$ cat config.mk
export PLATFORM = sky130hd
export DESIGN_NAME = video_top
export DESIGN_NICKNAME = d
export VERILOG_FILES = /design/src/common/video_pkg.sv /design/src/common/video_timing_if.sv /design/src/common/gfx_fetch_if.sv /design/src/rtl/video_timer.sv /design/src/video_regs/video_regs.sv /design/src/scroll_layer/scroll_layer.sv /design/src/rtl/color_mixer.sv /design/src/rtl/video_top.sv
export SDC_FILE = /design/constraint.sdc
export NUM_CORES = 1
export LEC_CHECK = 0
export BUFFER_PORTS_ARGS = -buffer_cell sky130_fd_sc_hd__clkbuf_2
export CAP_MARGIN = 20
export CELL_PAD_IN_SITES_DETAIL_PLACEMENT = 0
export CELL_PAD_IN_SITES_GLOBAL_PLACEMENT = 1
export CORE_MARGIN = 2
export CORE_UTILIZATION = 37
export DETAILED_ROUTE_END_ITERATION = 7
export GPL_TIMING_DRIVEN = 1
export PLACE_DENSITY_LB_ADDON = 0.1
export SETUP_SLACK_MARGIN = 0.1
export SLEW_MARGIN = 20
export SYNTH_ARGS = -nofsm -noshare
export SYNTH_HDL_FRONTEND = slang
export SYNTH_HIERARCHICAL = 1
export SYNTH_SLANG_ARGS = --single-unit
$ cat constraint.sdc
create_clock -name clk -period 9.6 [get_ports clk]
set_input_delay 0 -clock clk [delete_from_list [all_inputs] [get_ports clk]]
set_output_delay 0 -clock clk [all_outputs]
set_load 0.02 [all_outputs]
$ cat src/common/video_pkg.sv
// ================================================
// Raster sizes, data widths and CPU register map
// shared by every block of the video subsystem
// ================================================
`default_nettype none

package video_pkg;

    // Raster position and pixel types
    typedef logic [6:0]  hpos_t;
    typedef logic [6:0]  vpos_t;
    typedef logic [3:0]  pxl_idx_t;
    typedef logic [14:0] rgb555_t;

    // Graphics memory: world row above column group
    typedef logic [9:0]  gfx_addr_t;
    typedef logic [31:0] gfx_word_t;

    typedef logic [6:0]  scroll_x_t;
    typedef logic [5:0]  scroll_y_t;

    typedef logic [5:0]  cpu_addr_t;
    typedef logic [15:0] cpu_data_t;

    typedef enum logic [1:0] {
        IDLE,
        REQ,
        WAIT
    } fetch_state_t;

    // Raster, visible area starts at count 0
    localparam int H_TOTAL   = 80;
    localparam int V_TOTAL   = 40;
    localparam int H_ACTIVE  = 64;
    localparam int V_ACTIVE  = 32;
    localparam int HS_START  = 68;
    localparam int HS_END    = 72;
    localparam int VS_START  = 34;
    localparam int VS_END    = 36;
    localparam int VINT_LINE = 32;

    // Nine groups per line leave room for fine scroll
    localparam int PXL_PER_GROUP   = 8;
    localparam int GROUPS_PER_LINE = 9;
    localparam int LBUF_LEN        = GROUPS_PER_LINE * PXL_PER_GROUP;

    // CPU register map, 0x00..0x0F is the palette
    localparam cpu_addr_t REG_HSCROLL = 6'h10;
    localparam cpu_addr_t REG_VSCROLL = 6'h11;
    localparam cpu_addr_t REG_CTRL    = 6'h12;
    localparam cpu_addr_t REG_VPOS    = 6'h14;

endpackage

`default_nettype wire

$ cat src/common/video_timing_if.sv
// ================================================
// Raster position and blanking, driven by the timer
// ================================================
`default_nettype none

interface video_timing_if import video_pkg::*; ();

    logic  pxl_cen;
    hpos_t hdump;
    vpos_t vdump;
    // Line being prepared by the layer
    vpos_t vrender;
    // High inside the visible area
    logic  lhbl;
    logic  lvbl;

    modport src (
        output pxl_cen, hdump, vdump, vrender, lhbl, lvbl
    );

    modport snk (
        input pxl_cen, hdump, vdump, vrender, lhbl, lvbl
    );

endinterface

`default_nettype wire

$ cat src/common/gfx_fetch_if.sv
// ================================================
// Graphics word requests from the layer to memory
// ================================================
`default_nettype none

interface gfx_fetch_if import video_pkg::*; ();

    // Request channel with valid/ready
    logic      req_valid;
    logic      req_ready;
    gfx_addr_t req_addr;

    // One response pulse per accepted request
    logic      rsp_valid;
    gfx_word_t rsp_data;

    modport master (
        output req_valid, req_addr,
        input  req_ready, rsp_valid, rsp_data
    );

    modport slave (
        input  req_valid, req_addr,
        output req_ready, rsp_valid, rsp_data
    );

endinterface

`default_nettype wire

$ cat src/rtl/video_timer.sv
// ================================================
// Pixel enable, raster counters, sync and vint
// ================================================
`default_nettype none

module video_timer import video_pkg::*; (
    input  logic           clk,
    input  logic           rst_n,
    video_timing_if.src    tim,
    output logic           hs,
    output logic           vs,
    output logic           vint
);

    logic  cen;
    hpos_t hcnt;
    vpos_t vcnt;
    logic  line_end;
    logic  frame_end;

    assign line_end  = hcnt == hpos_t'(H_TOTAL - 1);
    assign frame_end = vcnt == vpos_t'(V_TOTAL - 1);

    always_ff @(posedge clk) begin
        if (!rst_n) begin
            cen  <= 1'b0;
            hcnt <= '0;
            vcnt <= '0;
        end else begin
            // Pixel clock is half of clk
            cen <= ~cen;
            if (cen) begin
                if (line_end) begin
                    hcnt <= '0;
                    vcnt <= frame_end ? '0 : vcnt + 1'b1;
                end else begin
                    hcnt <= hcnt + 1'b1;
                end
            end
        end
    end

    assign tim.pxl_cen = cen;
    assign tim.hdump   = hcnt;
    assign tim.vdump   = vcnt;
    assign tim.vrender = frame_end ? '0 : vcnt + 1'b1;
    assign tim.lhbl    = hcnt < hpos_t'(H_ACTIVE);
    assign tim.lvbl    = vcnt < vpos_t'(V_ACTIVE);

    // Sync pulses are active low
    assign hs = !(hcnt >= hpos_t'(HS_START) && hcnt < hpos_t'(HS_END));
    assign vs = !(vcnt >= vpos_t'(VS_START) && vcnt < vpos_t'(VS_END));

    // First pixel of the vint line
    assign vint = vcnt == vpos_t'(VINT_LINE) && hcnt == '0;

    a_hcnt_range: assert property (@(posedge clk) disable iff (!rst_n)
        hcnt < hpos_t'(H_TOTAL) && vcnt < vpos_t'(V_TOTAL));

    a_vint_once: assert property (@(posedge clk) disable iff (!rst_n)
        vint && cen |=> !vint);

endmodule

`default_nettype wire

$ cat src/video_regs/video_regs.sv
// ================================================
// CPU register block: palette access, scroll and
// control shadows copied to the layer on vint
// ================================================
`default_nettype none

module video_regs import video_pkg::*; (
    input  logic           clk,
    input  logic           rst_n,
    video_timing_if.snk    tim,
    input  logic           vint,
    input  logic           cpu_cs,
    input  logic           cpu_we,
    input  cpu_addr_t      cpu_addr,
    input  cpu_data_t      cpu_wdata,
    output cpu_data_t      cpu_rdata,
    output logic           pal_we,
    output pxl_idx_t       pal_idx,
    output rgb555_t        pal_wdata,
    input  rgb555_t        pal_rdata,
    output scroll_x_t      hscroll,
    output scroll_y_t      vscroll,
    output logic           layer_en
);

    scroll_x_t sh_hscroll;
    scroll_y_t sh_vscroll;
    logic      sh_en;
    logic      pal_sel;
    logic      wr;
    logic      rd;
    logic      frame_copy;

    assign pal_sel = cpu_addr[5:4] == 2'b00;
    assign wr      = cpu_cs && cpu_we;
    assign rd      = cpu_cs && !cpu_we;

    // Palette goes straight to the mixer
    assign pal_we    = wr && pal_sel;
    assign pal_idx   = cpu_addr[3:0];
    assign pal_wdata = cpu_wdata[14:0];

    // Once per frame, on the single enable inside vint
    assign frame_copy = vint && tim.pxl_cen;

    always_ff @(posedge clk) begin
        if (!rst_n) begin
            sh_hscroll <= '0;
            sh_vscroll <= '0;
            sh_en      <= 1'b0;
        end else if (wr) begin
            case (cpu_addr)
                REG_HSCROLL: sh_hscroll <= cpu_wdata[6:0];
                REG_VSCROLL: sh_vscroll <= cpu_wdata[5:0];
                REG_CTRL:    sh_en      <= cpu_wdata[0];
                default: ;
            endcase
        end
    end

    always_ff @(posedge clk) begin
        if (!rst_n) begin
            hscroll  <= '0;
            vscroll  <= '0;
            layer_en <= 1'b0;
        end else if (frame_copy) begin
            hscroll  <= sh_hscroll;
            vscroll  <= sh_vscroll;
            layer_en <= sh_en;
        end
    end

    // Read data one clock after the access
    always_ff @(posedge clk) begin
        if (!rst_n) begin
            cpu_rdata <= '0;
        end else if (rd) begin
            if (pal_sel) begin
                cpu_rdata <= {1'b0, pal_rdata};
            end else begin
                case (cpu_addr)
                    REG_HSCROLL: cpu_rdata <= {9'd0, sh_hscroll};
                    REG_VSCROLL: cpu_rdata <= {10'd0, sh_vscroll};
                    REG_CTRL:    cpu_rdata <= {15'd0, sh_en};
                    REG_VPOS:    cpu_rdata <= {9'd0, tim.vdump};
                    default:     cpu_rdata <= '0;
                endcase
            end
        end
    end

    // Active values only move on the first pixel of the vint line
    a_copy_on_vint: assert property (@(posedge clk) disable iff (!rst_n)
        !$stable({hscroll, vscroll, layer_en}) |->
            $past(vint && tim.pxl_cen && tim.vdump == vpos_t'(VINT_LINE) &&
                  tim.hdump == '0));

endmodule

`default_nettype wire

$ cat src/scroll_layer/scroll_layer.sv
// ================================================
// Scrolling bitmap layer: fetches the next line into
// a ping-pong buffer while the other one is shown
// ================================================
`default_nettype none

module scroll_layer import video_pkg::*; (
    input  logic           clk,
    input  logic           rst_n,
    video_timing_if.snk    tim,
    input  scroll_x_t      hscroll,
    input  scroll_y_t      vscroll,
    input  logic           layer_en,
    gfx_fetch_if.master    fetch,
    output pxl_idx_t       pxl
);

    fetch_state_t state;
    logic         wr_sel;
    logic         rd_sel;
    logic         start_pend;
    logic [3:0]   grp;
    logic [5:0]   row_q;
    logic [3:0]   col_base;
    logic [2:0]   fine_wr;
    logic [2:0]   fine_rd;
    logic         line_start;
    logic         rsp_take;
    logic         last_grp;
    logic [6:0]   rd_idx;
    logic         rd_hit;

    pxl_idx_t                   line_buf [2][LBUF_LEN];
    logic [GROUPS_PER_LINE-1:0] grp_vld  [2];

    // Buffers swap as hdump wraps to 0
    assign line_start = tim.pxl_cen && tim.hdump == hpos_t'(H_TOTAL - 1);
    assign rd_sel     = ~wr_sel;
    assign last_grp   = grp == 4'(GROUPS_PER_LINE - 1);

    // A response owed to an older line is dropped
    assign rsp_take = state == WAIT && fetch.rsp_valid && !start_pend;

    assign fetch.req_valid = state == REQ;
    assign fetch.req_addr  = {row_q, 4'(col_base + grp)};

    always_ff @(posedge clk) begin
        if (!rst_n) begin
            state      <= IDLE;
            grp        <= '0;
            start_pend <= 1'b0;
            wr_sel     <= 1'b0;
            fine_rd    <= '0;
        end else begin
            if (line_start) begin
                wr_sel     <= ~wr_sel;
                fine_rd    <= fine_wr;
                start_pend <= 1'b1;
            end
            case (state)
                IDLE: begin
                    if (start_pend && !line_start) begin
                        start_pend <= 1'b0;
                        grp        <= '0;
                        state      <= REQ;
                    end
                end
                REQ: begin
                    if (fetch.req_ready) begin
                        state <= WAIT;
                    end
                end
                WAIT: begin
                    if (fetch.rsp_valid) begin
                        grp   <= grp + 1'b1;
                        state <= (last_grp || start_pend) ? IDLE : REQ;
                    end
                end
                default: state <= IDLE;
            endcase
        end
    end

    // Line geometry, latched once per fetch run
    always_ff @(posedge clk) begin
        if (state == IDLE && start_pend && !line_start) begin
            row_q    <= tim.vrender[5:0] + vscroll;
            col_base <= hscroll[6:3];
            fine_wr  <= hscroll[2:0];
        end
    end

    // Groups not yet fetched read as transparent
    always_ff @(posedge clk) begin
        if (!rst_n) begin
            grp_vld[0] <= '0;
            grp_vld[1] <= '0;
        end else begin
            if (line_start) begin
                grp_vld[rd_sel] <= '0;
            end
            if (rsp_take) begin
                grp_vld[wr_sel][grp] <= 1'b1;
            end
        end
    end

    // Unpack eight nibbles, lowest pixel first
    always_ff @(posedge clk) begin
        if (rsp_take) begin
            for (int k = 0; k < PXL_PER_GROUP; k++) begin
                line_buf[wr_sel][{grp, 3'(k)}] <= fetch.rsp_data[4*k +: 4];
            end
        end
    end

    assign rd_idx = tim.hdump + {4'd0, fine_rd};
    assign rd_hit = tim.lhbl && tim.lvbl && layer_en && grp_vld[rd_sel][rd_idx[6:3]];

    always_ff @(posedge clk) begin
        if (tim.pxl_cen) begin
            pxl <= rd_hit ? line_buf[rd_sel][rd_idx] : '0;
        end
    end

    a_req_stable: assert property (@(posedge clk) disable iff (!rst_n)
        fetch.req_valid && !fetch.req_ready |=>
            fetch.req_valid && $stable(fetch.req_addr));

    a_rsp_owed: assert property (@(posedge clk) disable iff (!rst_n)
        fetch.rsp_valid |-> state == WAIT);

endmodule

`default_nettype wire

$ cat src/rtl/color_mixer.sv
// ================================================
// Palette lookup and output blanking, one pixel
// stage after the layer
// ================================================
`default_nettype none

module color_mixer import video_pkg::*; (
    input  logic           clk,
    input  logic           rst_n,
    video_timing_if.snk    tim,
    input  pxl_idx_t       pxl,
    input  logic           pal_we,
    input  pxl_idx_t       pal_idx,
    input  rgb555_t        pal_wdata,
    output rgb555_t        pal_rdata,
    output logic [4:0]     red,
    output logic [4:0]     green,
    output logic [4:0]     blue,
    output logic           lhbl_dly,
    output logic           lvbl_dly
);

    rgb555_t palette [16];
    rgb555_t color;
    logic    lhbl_d1;
    logic    lvbl_d1;
    logic    visible;

    always_ff @(posedge clk) begin
        if (pal_we) begin
            palette[pal_idx] <= pal_wdata;
        end
    end

    // CPU read port
    assign pal_rdata = palette[pal_idx];

    // Index 0 also looks up, entry 0 is the backdrop
    assign color   = palette[pxl];
    assign visible = lhbl_d1 && lvbl_d1;

    always_ff @(posedge clk) begin
        if (!rst_n) begin
            lhbl_d1  <= 1'b0;
            lvbl_d1  <= 1'b0;
            lhbl_dly <= 1'b0;
            lvbl_dly <= 1'b0;
            red      <= '0;
            green    <= '0;
            blue     <= '0;
        end else if (tim.pxl_cen) begin
            // First stage lines up with the layer output
            lhbl_d1  <= tim.lhbl;
            lvbl_d1  <= tim.lvbl;
            lhbl_dly <= lhbl_d1;
            lvbl_dly <= lvbl_d1;
            if (visible) begin
                red   <= color[14:10];
                green <= color[9:5];
                blue  <= color[4:0];
            end else begin
                red   <= '0;
                green <= '0;
                blue  <= '0;
            end
        end
    end

endmodule

`default_nettype wire

$ cat src/rtl/video_top.sv
// ================================================
// Video subsystem top: timer, registers, layer and
// mixer, with the graphics bus on plain ports
// ================================================
`default_nettype none

module video_top import video_pkg::*; (
    input  logic       clk,
    input  logic       rst_n,

    // CPU bus
    input  logic       cpu_cs,
    input  logic       cpu_we,
    input  cpu_addr_t  cpu_addr,
    input  cpu_data_t  cpu_wdata,
    output cpu_data_t  cpu_rdata,

    // Graphics memory
    output logic       gfx_req_valid,
    input  logic       gfx_req_ready,
    output gfx_addr_t  gfx_req_addr,
    input  logic       gfx_rsp_valid,
    input  gfx_word_t  gfx_rsp_data,

    // Video out
    output logic       pxl_cen,
    output logic       hs,
    output logic       vs,
    output logic       vint,
    output logic       lhbl_dly,
    output logic       lvbl_dly,
    output logic [4:0] red,
    output logic [4:0] green,
    output logic [4:0] blue
);

    video_timing_if tim();
    gfx_fetch_if    fetch();

    logic      pal_we;
    pxl_idx_t  pal_idx;
    rgb555_t   pal_wdata;
    rgb555_t   pal_rdata;
    scroll_x_t hscroll;
    scroll_y_t vscroll;
    logic      layer_en;
    pxl_idx_t  layer_pxl;

    assign pxl_cen = tim.pxl_cen;

    assign gfx_req_valid   = fetch.req_valid;
    assign gfx_req_addr    = fetch.req_addr;
    assign fetch.req_ready = gfx_req_ready;
    assign fetch.rsp_valid = gfx_rsp_valid;
    assign fetch.rsp_data  = gfx_rsp_data;

    video_timer u_timer (
        .clk   ( clk   ),
        .rst_n ( rst_n ),
        .tim   ( tim   ),
        .hs    ( hs    ),
        .vs    ( vs    ),
        .vint  ( vint  )
    );

    video_regs u_regs (
        .clk       ( clk       ),
        .rst_n     ( rst_n     ),
        .tim       ( tim       ),
        .vint      ( vint      ),
        .cpu_cs    ( cpu_cs    ),
        .cpu_we    ( cpu_we    ),
        .cpu_addr  ( cpu_addr  ),
        .cpu_wdata ( cpu_wdata ),
        .cpu_rdata ( cpu_rdata ),
        .pal_we    ( pal_we    ),
        .pal_idx   ( pal_idx   ),
        .pal_wdata ( pal_wdata ),
        .pal_rdata ( pal_rdata ),
        .hscroll   ( hscroll   ),
        .vscroll   ( vscroll   ),
        .layer_en  ( layer_en  )
    );

    scroll_layer u_layer (
        .clk      ( clk       ),
        .rst_n    ( rst_n     ),
        .tim      ( tim       ),
        .hscroll  ( hscroll   ),
        .vscroll  ( vscroll   ),
        .layer_en ( layer_en  ),
        .fetch    ( fetch     ),
        .pxl      ( layer_pxl )
    );

    color_mixer u_mixer (
        .clk       ( clk       ),
        .rst_n     ( rst_n     ),
        .tim       ( tim       ),
        .pxl       ( layer_pxl ),
        .pal_we    ( pal_we    ),
        .pal_idx   ( pal_idx   ),
        .pal_wdata ( pal_wdata ),
        .pal_rdata ( pal_rdata ),
        .red       ( red       ),
        .green     ( green     ),
        .blue      ( blue      ),
        .lhbl_dly  ( lhbl_dly  ),
        .lvbl_dly  ( lvbl_dly  )
    );

endmodule

`default_nettype wire

; After elaboration in Yosys (flattened, before gate mapping)
; Memories as Yosys holds them, arrays and structs flattened. A register that Yosys moved wholly into a read port is not among the register bits.
; Cells that the tools add are included.
; W data, S select, Z words.
[totals]
ff_bits = 106
latchBits = 0
ramBits = 834
romBits = 0
output_inout_bits = 48
word_cells = 4227
n_memories = 3
[classes]
addsub = 6
n_mul = 0
n_div = 0
n_lt_le_gt_ge = 26
n_eq_ne = 13
shift = 0
muxes = 2082
bitwise = 2027
n_reduce_logical = 44
[memory_table]
columns = name, words, word_bits, read_ports, rd_clocked_by_memory_dff, wr, line
row1 = u_layer.line_buf, 2, 288, 1, 0, 1, scroll_layer.sv:33  ; pxl_idx_t line_buf [2][LBUF_LEN];
row2 = u_mixer.palette, 16, 15, 2, 1, 1, color_mixer.sv:23  ; rgb555_t palette [16];
row3 = u_layer.grp_vld, 2, 9, 1, 0, 2, scroll_layer.sv:34  ; logic [GROUPS_PER_LINE-1:0] grp_vld [2];
[ops]
columns = op, n
row1 = $mux W288, 8
row2 = $mux W1, 2033
row3 = $or A1 B1 Y1, 2016
row4 = $demux W4 S7, 8
row5 = $ge A8 B8 Y1 const B, 9
row6 = $not A7 Y8, 9
row7 = $lt A8 B1 Y1 const B, 8
row8 = $mux W4, 14
row9 = $mux W9, 4
row10 = $bmux W4 S7, 1
row11 = $pmux W7 S4, 1
row12 = $logic_and A1 B1 Y1, 26
row13 = $eq A6 B5 Y1 const B, 4
row14 = $reduce_or A9 Y1, 2
row15 = $mux W16, 1
row16 = $mux W5, 3
row17 = $add A7 B1 Y7 const B, 2
row18 = $eq A7 B6 Y1 const B, 2
row19 = $lt A7 B6 Y1 const B, 2
row20 = $lt A7 B7 Y1 const B, 2
row21 = $mux W7, 2
row22 = $lt A4 B5 Y1 const B, 2
row23 = $pmux W4 S2, 1
row24 = $reduce_and A2 Y1, 4
row25 = 24 further kinds, 34

; Longest topological paths before layout
; Gate-level depths: netlist of the first run.
[depth]
depth_word = 13
ltp_mapped = 13
depth_no_buf = 11

; By module
; Netlist of the first run, hierarchy kept.
[modules_own_cells]
columns = module, n_inst, cells_each, area_each_um2
row1 = scroll_layer, 1, 1667, 27446.3
row2 = color_mixer, 1, 562, 11667.4
row3 = video_regs, 1, 224, 2054.5
row4 = video_timer, 1, 107, 863.3

; Worst setup path after synthesis of the first run
; OpenSTA, ideal clock, no wires.
[synth_timing]
path_type = register to register
start = register u_layer.wr_sel
end = memory u_layer/line_buf[0][256] (netlist bit), enable pin
t_arrival_ns = 4.248
path_slack_ns = 4.847
stages_incl_launch_ff = 7
path_buffers = 5
period_less_slack_ns = 4.753
cell_sequence = dfxtp_1 buf_6 buf_12 buf_6 buf_6 buf_4 nor4_1
[synth_lines]
columns = item, line
row1 = "start, declared", scroll_layer.sv:19  ; logic wr_sel;
row2 = "start signal, assigned", scroll_layer.sv:56  ; wr_sel <= ~wr_sel;
row3 = "end, declared", scroll_layer.sv:33
; No word-level cell before the write port.

; Final worst setup path of the first run
[layout_timing]
start = register u_timer.hcnt[0] (netlist: u_timer/tim.hdump[0])
end = register u_layer.pxl[2], data pin
[layout_between]
elab_chain_len = 5
[layout_rtl]
columns = item, line
row1 = "start, declared", video_timer.sv:16  ; hpos_t hcnt;
row2 = "start signal, assigned", video_timer.sv:37  ; hcnt <= hcnt + 1'b1;
row3 = $add A7 B3 Y7, scroll_layer.sv:117  ; assign rd_idx = tim.hdump + {4'd0, fine_rd};
row4 = $not A7 Y8 (not written as such), scroll_layer.sv:122  ; pxl <= rd_hit ? line_buf[rd_sel][rd_idx] : '0;
row5 = $bmux W4 S7, scroll_layer.sv:122
row6 = $mux W4 (not written as such) (2 in a row), scroll_layer.sv:122
row7 = "end signal, assigned", scroll_layer.sv:122
row8 = "end, declared", scroll_layer.sv:15  ; output pxl_idx_t pxl
; Several ways; a longest one is shown, not always the timed one. The select of a mux whose other input is x is not followed.
; A chain may end at the register's enable or synchronous reset.

==> results.cfg, run 1 <==
[sta]
fin_setup_tns_ns = 0
skew_ns = 0.0348
slew-limit-headroom = 0.223
max_slew.worst_pin.slew_ns = 1.17
finalHoldViolCount = 0
finalCriticalPeriod_ns = 4.71
period_share = 0.491
setup_viol = 0
timing.fmax_mhz = 212
rsz0062_at_grt = no
drv_slew = 0

[clock_tree]
numCtsBuffers = 106
root_buffer = clkbuf_16
cts_resized = 0
htreeDepth = 3
clk_pin_slew_ns = 0.06
clk_latency_ns = 0.71
clock_path_buffers = 3
clock_sinks = 939
cts_tree = yes

[critical_path]
cp-start-kind = register
worstPathCellList = ha_4 > inv_1 > fa_4 > buf_4 > mux4_2 > and2_1 > a2111oi_0 > a41oi_1 > a31oi_1 > a211oi_2
crit_type = register to register
cp.arrival_ns = 5.12
cpMaxStageDelayCell = fa_4
r2r_cells = 10
critical_path.endpoint_type = register
max_stage_delay_ns = 1.15
crit_required_ns = 10.01
worst-path-max-fanout = 31

[floorplanning]
rows = 123
dieArea_um2 = 116000
start_util = 0.374
die_x_um = 341
io_pins = 108
dieHeight_um = 341
coreArea_um2 = 112000

[drt]
drc = 0
first_pass_iters = 5
wirelength_mm = 119
drt_iter0_drc = 1914
vias_per_cell = 5.65
route.detailed.wl_per_inst_um = 28.1
ant_nets = 0
vias = 24100

[placement]
gp_congestion = 0.770
hpwl_mm = 72.3
portBuffers = 105

[finish]
multi_input_area_um2 = 13700
regArea_um2 = 27100
fillCellCount = 9999
area_growth_syn_to_layout_pct = 14.7
layout-drive-gt1-share = 0.248
final_nets = 2741

[power_and_ir_drop]
vdd_drop_max_uv = 152
power.density_nw_per_um2 = 190
total_leakage_power_nw = 16.7
p_total_mw = 9.17

[flow_run]
max_cap_viol_count = 0

[synthesis]
ys.warnings.count = 6
syn_area_um2 = 42000
syn_inst = 2558
synth.avg_cell_area_um2 = 16.4
syn_nets = 2640

[global_route]
grt_pass1_wl_mm = 174
grtUsageTotal = 0.205
antenna_found_initial = 9
grt_overflow = 0
grt_pass1_vias = 25000
grt_max_degree = 72

[hold_path]
holdPathStages = 1
hp-class = primary input to register

[run_status]
outcome = completed
cell type report:
type	count	area share
diodes	3	0.000156
multi-input cells	1352	0.284
repair buffers	232	0.0356
clock buffers	135	0.0592
clock inverters	67	0.0171
flip-flops and latches	939	0.563
well taps	1500	0.0389
inverters	28	0.00218
metrics by stage:
step	util	setup WS, ns	hold WS, ns	area, um2	cells
floorplan	-	4.85	0.0989	42000	2558
global placement	0.389	4.77	0.327	43800	3989
detailed placement	0.390	4.78	0.328	43800	3990
CTS	0.427	4.75	0.00975	48100	4247
global route	0.428	4.72	0.0571	48200	4255
finish	0.428	4.89	0.0436	48200	4256
layer usage:
layer | up-vias | track usage | routed length, um
met2 | 679 | 0.335 | 57400
li1 | 10400 | - | -
met1 | 12800 | 0.286 | 52700
met3 | 163 | 0.0316 | 6890
met4 | 2 | 0.0539 | 2460
met5 | - | 0 | 13
timing repair:
item                                   CTS  global route
endpoints found under the hold margin  732             0
buffers inserted                         0             0
hold buffers                            55             0
power breakdown:
group | internal [mW] | switching (mW)
combinational | 0.183 | 0.292
sequential | 4.45 | 0.00654
clock | 2.54 | 1.70
layout by cell type (no fill, tap or decap), drive strengths merged, types with 15 or more instances in the layout:
cell	n
edfxtp	833
clkbuf	238
mux2i	87
ha	19
a221oi	15
bufinv	16
nor2b	80
a22oi	47
and2	24
buf	74
nand2	126
dlygate4sd3	55
nor3	22
nand3	30
mux2	48
a21boi	21
clkinv	43
o21ai	34
mux4	247
o211ai	16
nor2	72
a21o	256
a21oi	29
inv	32
dfxtp	106
critical path, delay by kind of cell (launching register included):
kind	cells	cell delay [ns]
AOI/OAI and AO/OA	4	1.40
adders and majority gates	2	1.36
buffers and inverters	2	0.58
DFF	1	0.50
muxes	1	0.37
and+or+nand+nor	1	0.17
sequential cells by signal, indices dropped and copies added, names as in the netlist, 6 cells and up:
signal	count
u_mixer/palette	240
u_regs/hscroll	7
u_regs/vscroll	6
u_regs/sh_vscroll	6
u_timer/tim.hdump	7
u_timer/tim.vdump	7
u_layer/grp_vld	18
u_layer/row_q	6
u_regs/cpu_rdata	15
u_regs/sh_hscroll	7
u_layer/line_buf	576
worst paths after layout:
kind,endpoint,from,slack [ns]
min,u_layer/line_buf[0][159]$_DFFE_PP_,gfx_rsp_data[3],0.04
max,u_layer/pxl[2]$_SDFFCE_PN0P_,u_timer/tim.hdump[0]$_SDFFE_PN0P_,4.89
min reg2reg,u_layer/col_base[3]$_DFFE_PP_,u_regs/hscroll[6]$_SDFFE_PN0P_,0.43
max reg2reg,u_layer/pxl[2]$_SDFFCE_PN0P_,u_timer/tim.hdump[0]$_SDFFE_PN0P_,4.89
Note: power is estimated with default switching activity, not from simulation.
==> run 2, diff against run 1 <==
==> constraint.sdc (replaced) <==
create_clock -name clk -period 3.8 [get_ports clk]
set_input_delay 0 -clock clk [delete_from_list [all_inputs] [get_ports clk]]
set_output_delay 0 -clock clk [all_outputs]
set_load 0.02 [all_outputs]
==> results.cfg, run 2 (same netlist as run 1, synthesis figures left out) <==
[floorplanning]
start_util = 0.374
die_x_um = 341
coreArea_um2 = 112000
io_pins = 108
dieArea_um2 = 116000
rows = 123
dieHeight_um = 341

[critical_path]
cp.arrival_ns = 4.01
cp-start-kind = register
crit_required_ns = 4.21
worst-path-max-fanout = 12
crit_type = register to register
critical_path.endpoint_type = register

[sta]
finalHoldViolCount = 0
skew_ns = 0.0261
finalCriticalPeriod_ns = 3.60
fin_setup_tns_ns = 0
period_share = 0.948
drv_slew = 0
slew-limit-headroom = 0.317
setup_viol = 0
timing.fmax_mhz = 277
max_slew.worst_pin.slew_ns = 1.03
rsz0062_at_grt = no

[hold_path]
hp-class = primary input to register

[clock_tree]
clock_path_buffers = 3
clk_pin_slew_ns = 0.06
numCtsBuffers = 105
clock_sinks = 939
cts_tree = yes
clk_latency_ns = 0.69
htreeDepth = 3
root_buffer = clkbuf_16
post-cts-setup-buffer-count = 0

[placement]
hpwl_mm = 78.2
gp_congestion = 0.778
portBuffers = 105

[finish]
reg.largest.list = u_layer/line_buf (576), u_mixer/palette (240), u_layer/grp_vld (18)
final_nets = 2816
mostFrequentLayoutCells = 833 x edfxtp_1, 256 x a21o_1, 231 x mux4_2
regArea_um2 = 27100
area_growth_syn_to_layout_pct = 15.8
largest_reg_flops = 576
fillCellCount = 10000
final_common_cell = edfxtp_1
top_register = u_layer/line_buf
multi_input_area_um2 = 13600
layout-drive-gt1-share = 0.267

[power_and_ir_drop]
total_leakage_power_nw = 17.1
p_total_mw = 22.6
vdd_drop_max_uv = 343
power.density_nw_per_um2 = 465

[global_route]
grt_overflow = 0
antenna_found_initial = 7
grt_max_degree = 55
grtUsageTotal = 0.206
grt_pass1_wl_mm = 175
grt_pass1_vias = 25100

[drt]
first_pass_iters = 5
ant_nets = 0
wirelength_mm = 121
route.detailed.wl_per_inst_um = 28.0
drt_iter0_drc = 2102
drc = 0
vias_per_cell = 5.60
vias = 24200

[run_status]
outcome = completed

[flow_run]
max_cap_viol_count = 0
==> run 2: changes by cell type in the layout (fill, tap and decap cells not counted), moves of 4 or more <==
cell,change
buf_4,+67
buf_12,+11
clkbuf_8,+5
dlygate4sd3_1,-4
nor2_4,-5
nor2_2,+4
bufinv_16,-8
clkinvlp_4,-4
==> run 2: final cells by class <==
| class | count | area share |
|---|---|---|
| Antenna cell | 2 | 0.000103 |
| Clock buffer | 143 | 0.0607 |
| Clock inverter | 51 | 0.00990 |
| Inverter | 28 | 0.00216 |
| Multi-Input combinational cell | 1352 | 0.280 |
| Sequential cell | 939 | 0.558 |
| Tap cell | 1500 | 0.0386 |
| Timing Repair Buffer | 308 | 0.0504 |
==> run 2: layer usage <==
layer,GRT usage,vias up,part of all wire,routed length [um]
li1,-,10500,-,-
met1,0.284,12800,0.43,52300
met2,0.344,732,0.49,59400
met3,0.0310,132,0.058,6980
met4,0.0516,2,0.019,2350
met5,0,-,0.000074,9
==> run 2: power by group <==
group | switching (mW) | total (mW) | internal [mW]
registers | 0.0222 | 11.3 | 11.2
logic | 0.745 | 1.25 | 0.503
clock network | 4.14 | 10.1 | 5.96
total | 4.90 | 22.6 | 17.7
==> run 2: path summary, 6_finish.rpt <==
| path | startpoint | end | slack [ns] | cells after the start |
|---|---|---|---|---|
| worst max-delay path | u_timer/tim.hdump[0]$_SDFFE_PN0P_ | u_layer/pxl[2]$_SDFFCE_PN0P_ | 0.20 | 10 |
| worst max register to register | u_timer/tim.hdump[0]$_SDFFE_PN0P_ | u_layer/pxl[2]$_SDFFCE_PN0P_ | 0.20 | 10 |
| worst min register to register | u_regs/hscroll[2]$_SDFFE_PN0P_ | u_layer/fine_wr[2]$_DFFE_PP_ | 0.43 | 0 |
| worst min-delay path | gfx_rsp_data[12] | u_layer/line_buf[0][144]$_DFFE_PP_ | 0.02 | 2 |
==> run 2: per-stage QoR <==
stage	instances	hold slack, ns	utilization	setup slack, ns	cell area [um2]
final	4323	0.0200	0.433	0.196	48700
after global routing	4321	0.00816	0.433	0.109	48700
after CTS	4319	0.00596	0.432	0.102	48600
after detailed placement	4075	0.319	0.397	0.118	44700
after global placement	4074	0.319	0.397	0.139	44700
after floorplan	2558	0.0989	-	0.413	42000
==> run 2: worst max-delay path: stages (launching register included) <==
cell       delay [ns]
dfxtp_1          0.38
ha_4             0.16
inv_1            0.05
fa_4             0.97
buf_4            0.31
mux4_2           0.32
and2_1           0.17
a2111oi_0        0.52
a41oi_1          0.12
a31oi_1          0.25
a211oi_2         0.07
==> run 2: repair_timing <==
| action | CTS | global route |
|---|---|---|
| gates resized for setup | 0 | 1 |
| hold buffers | 50 | 1 |
| setup endpoints to repair | 0 | 3 |
| hold endpoints to repair | 660 | 3 |
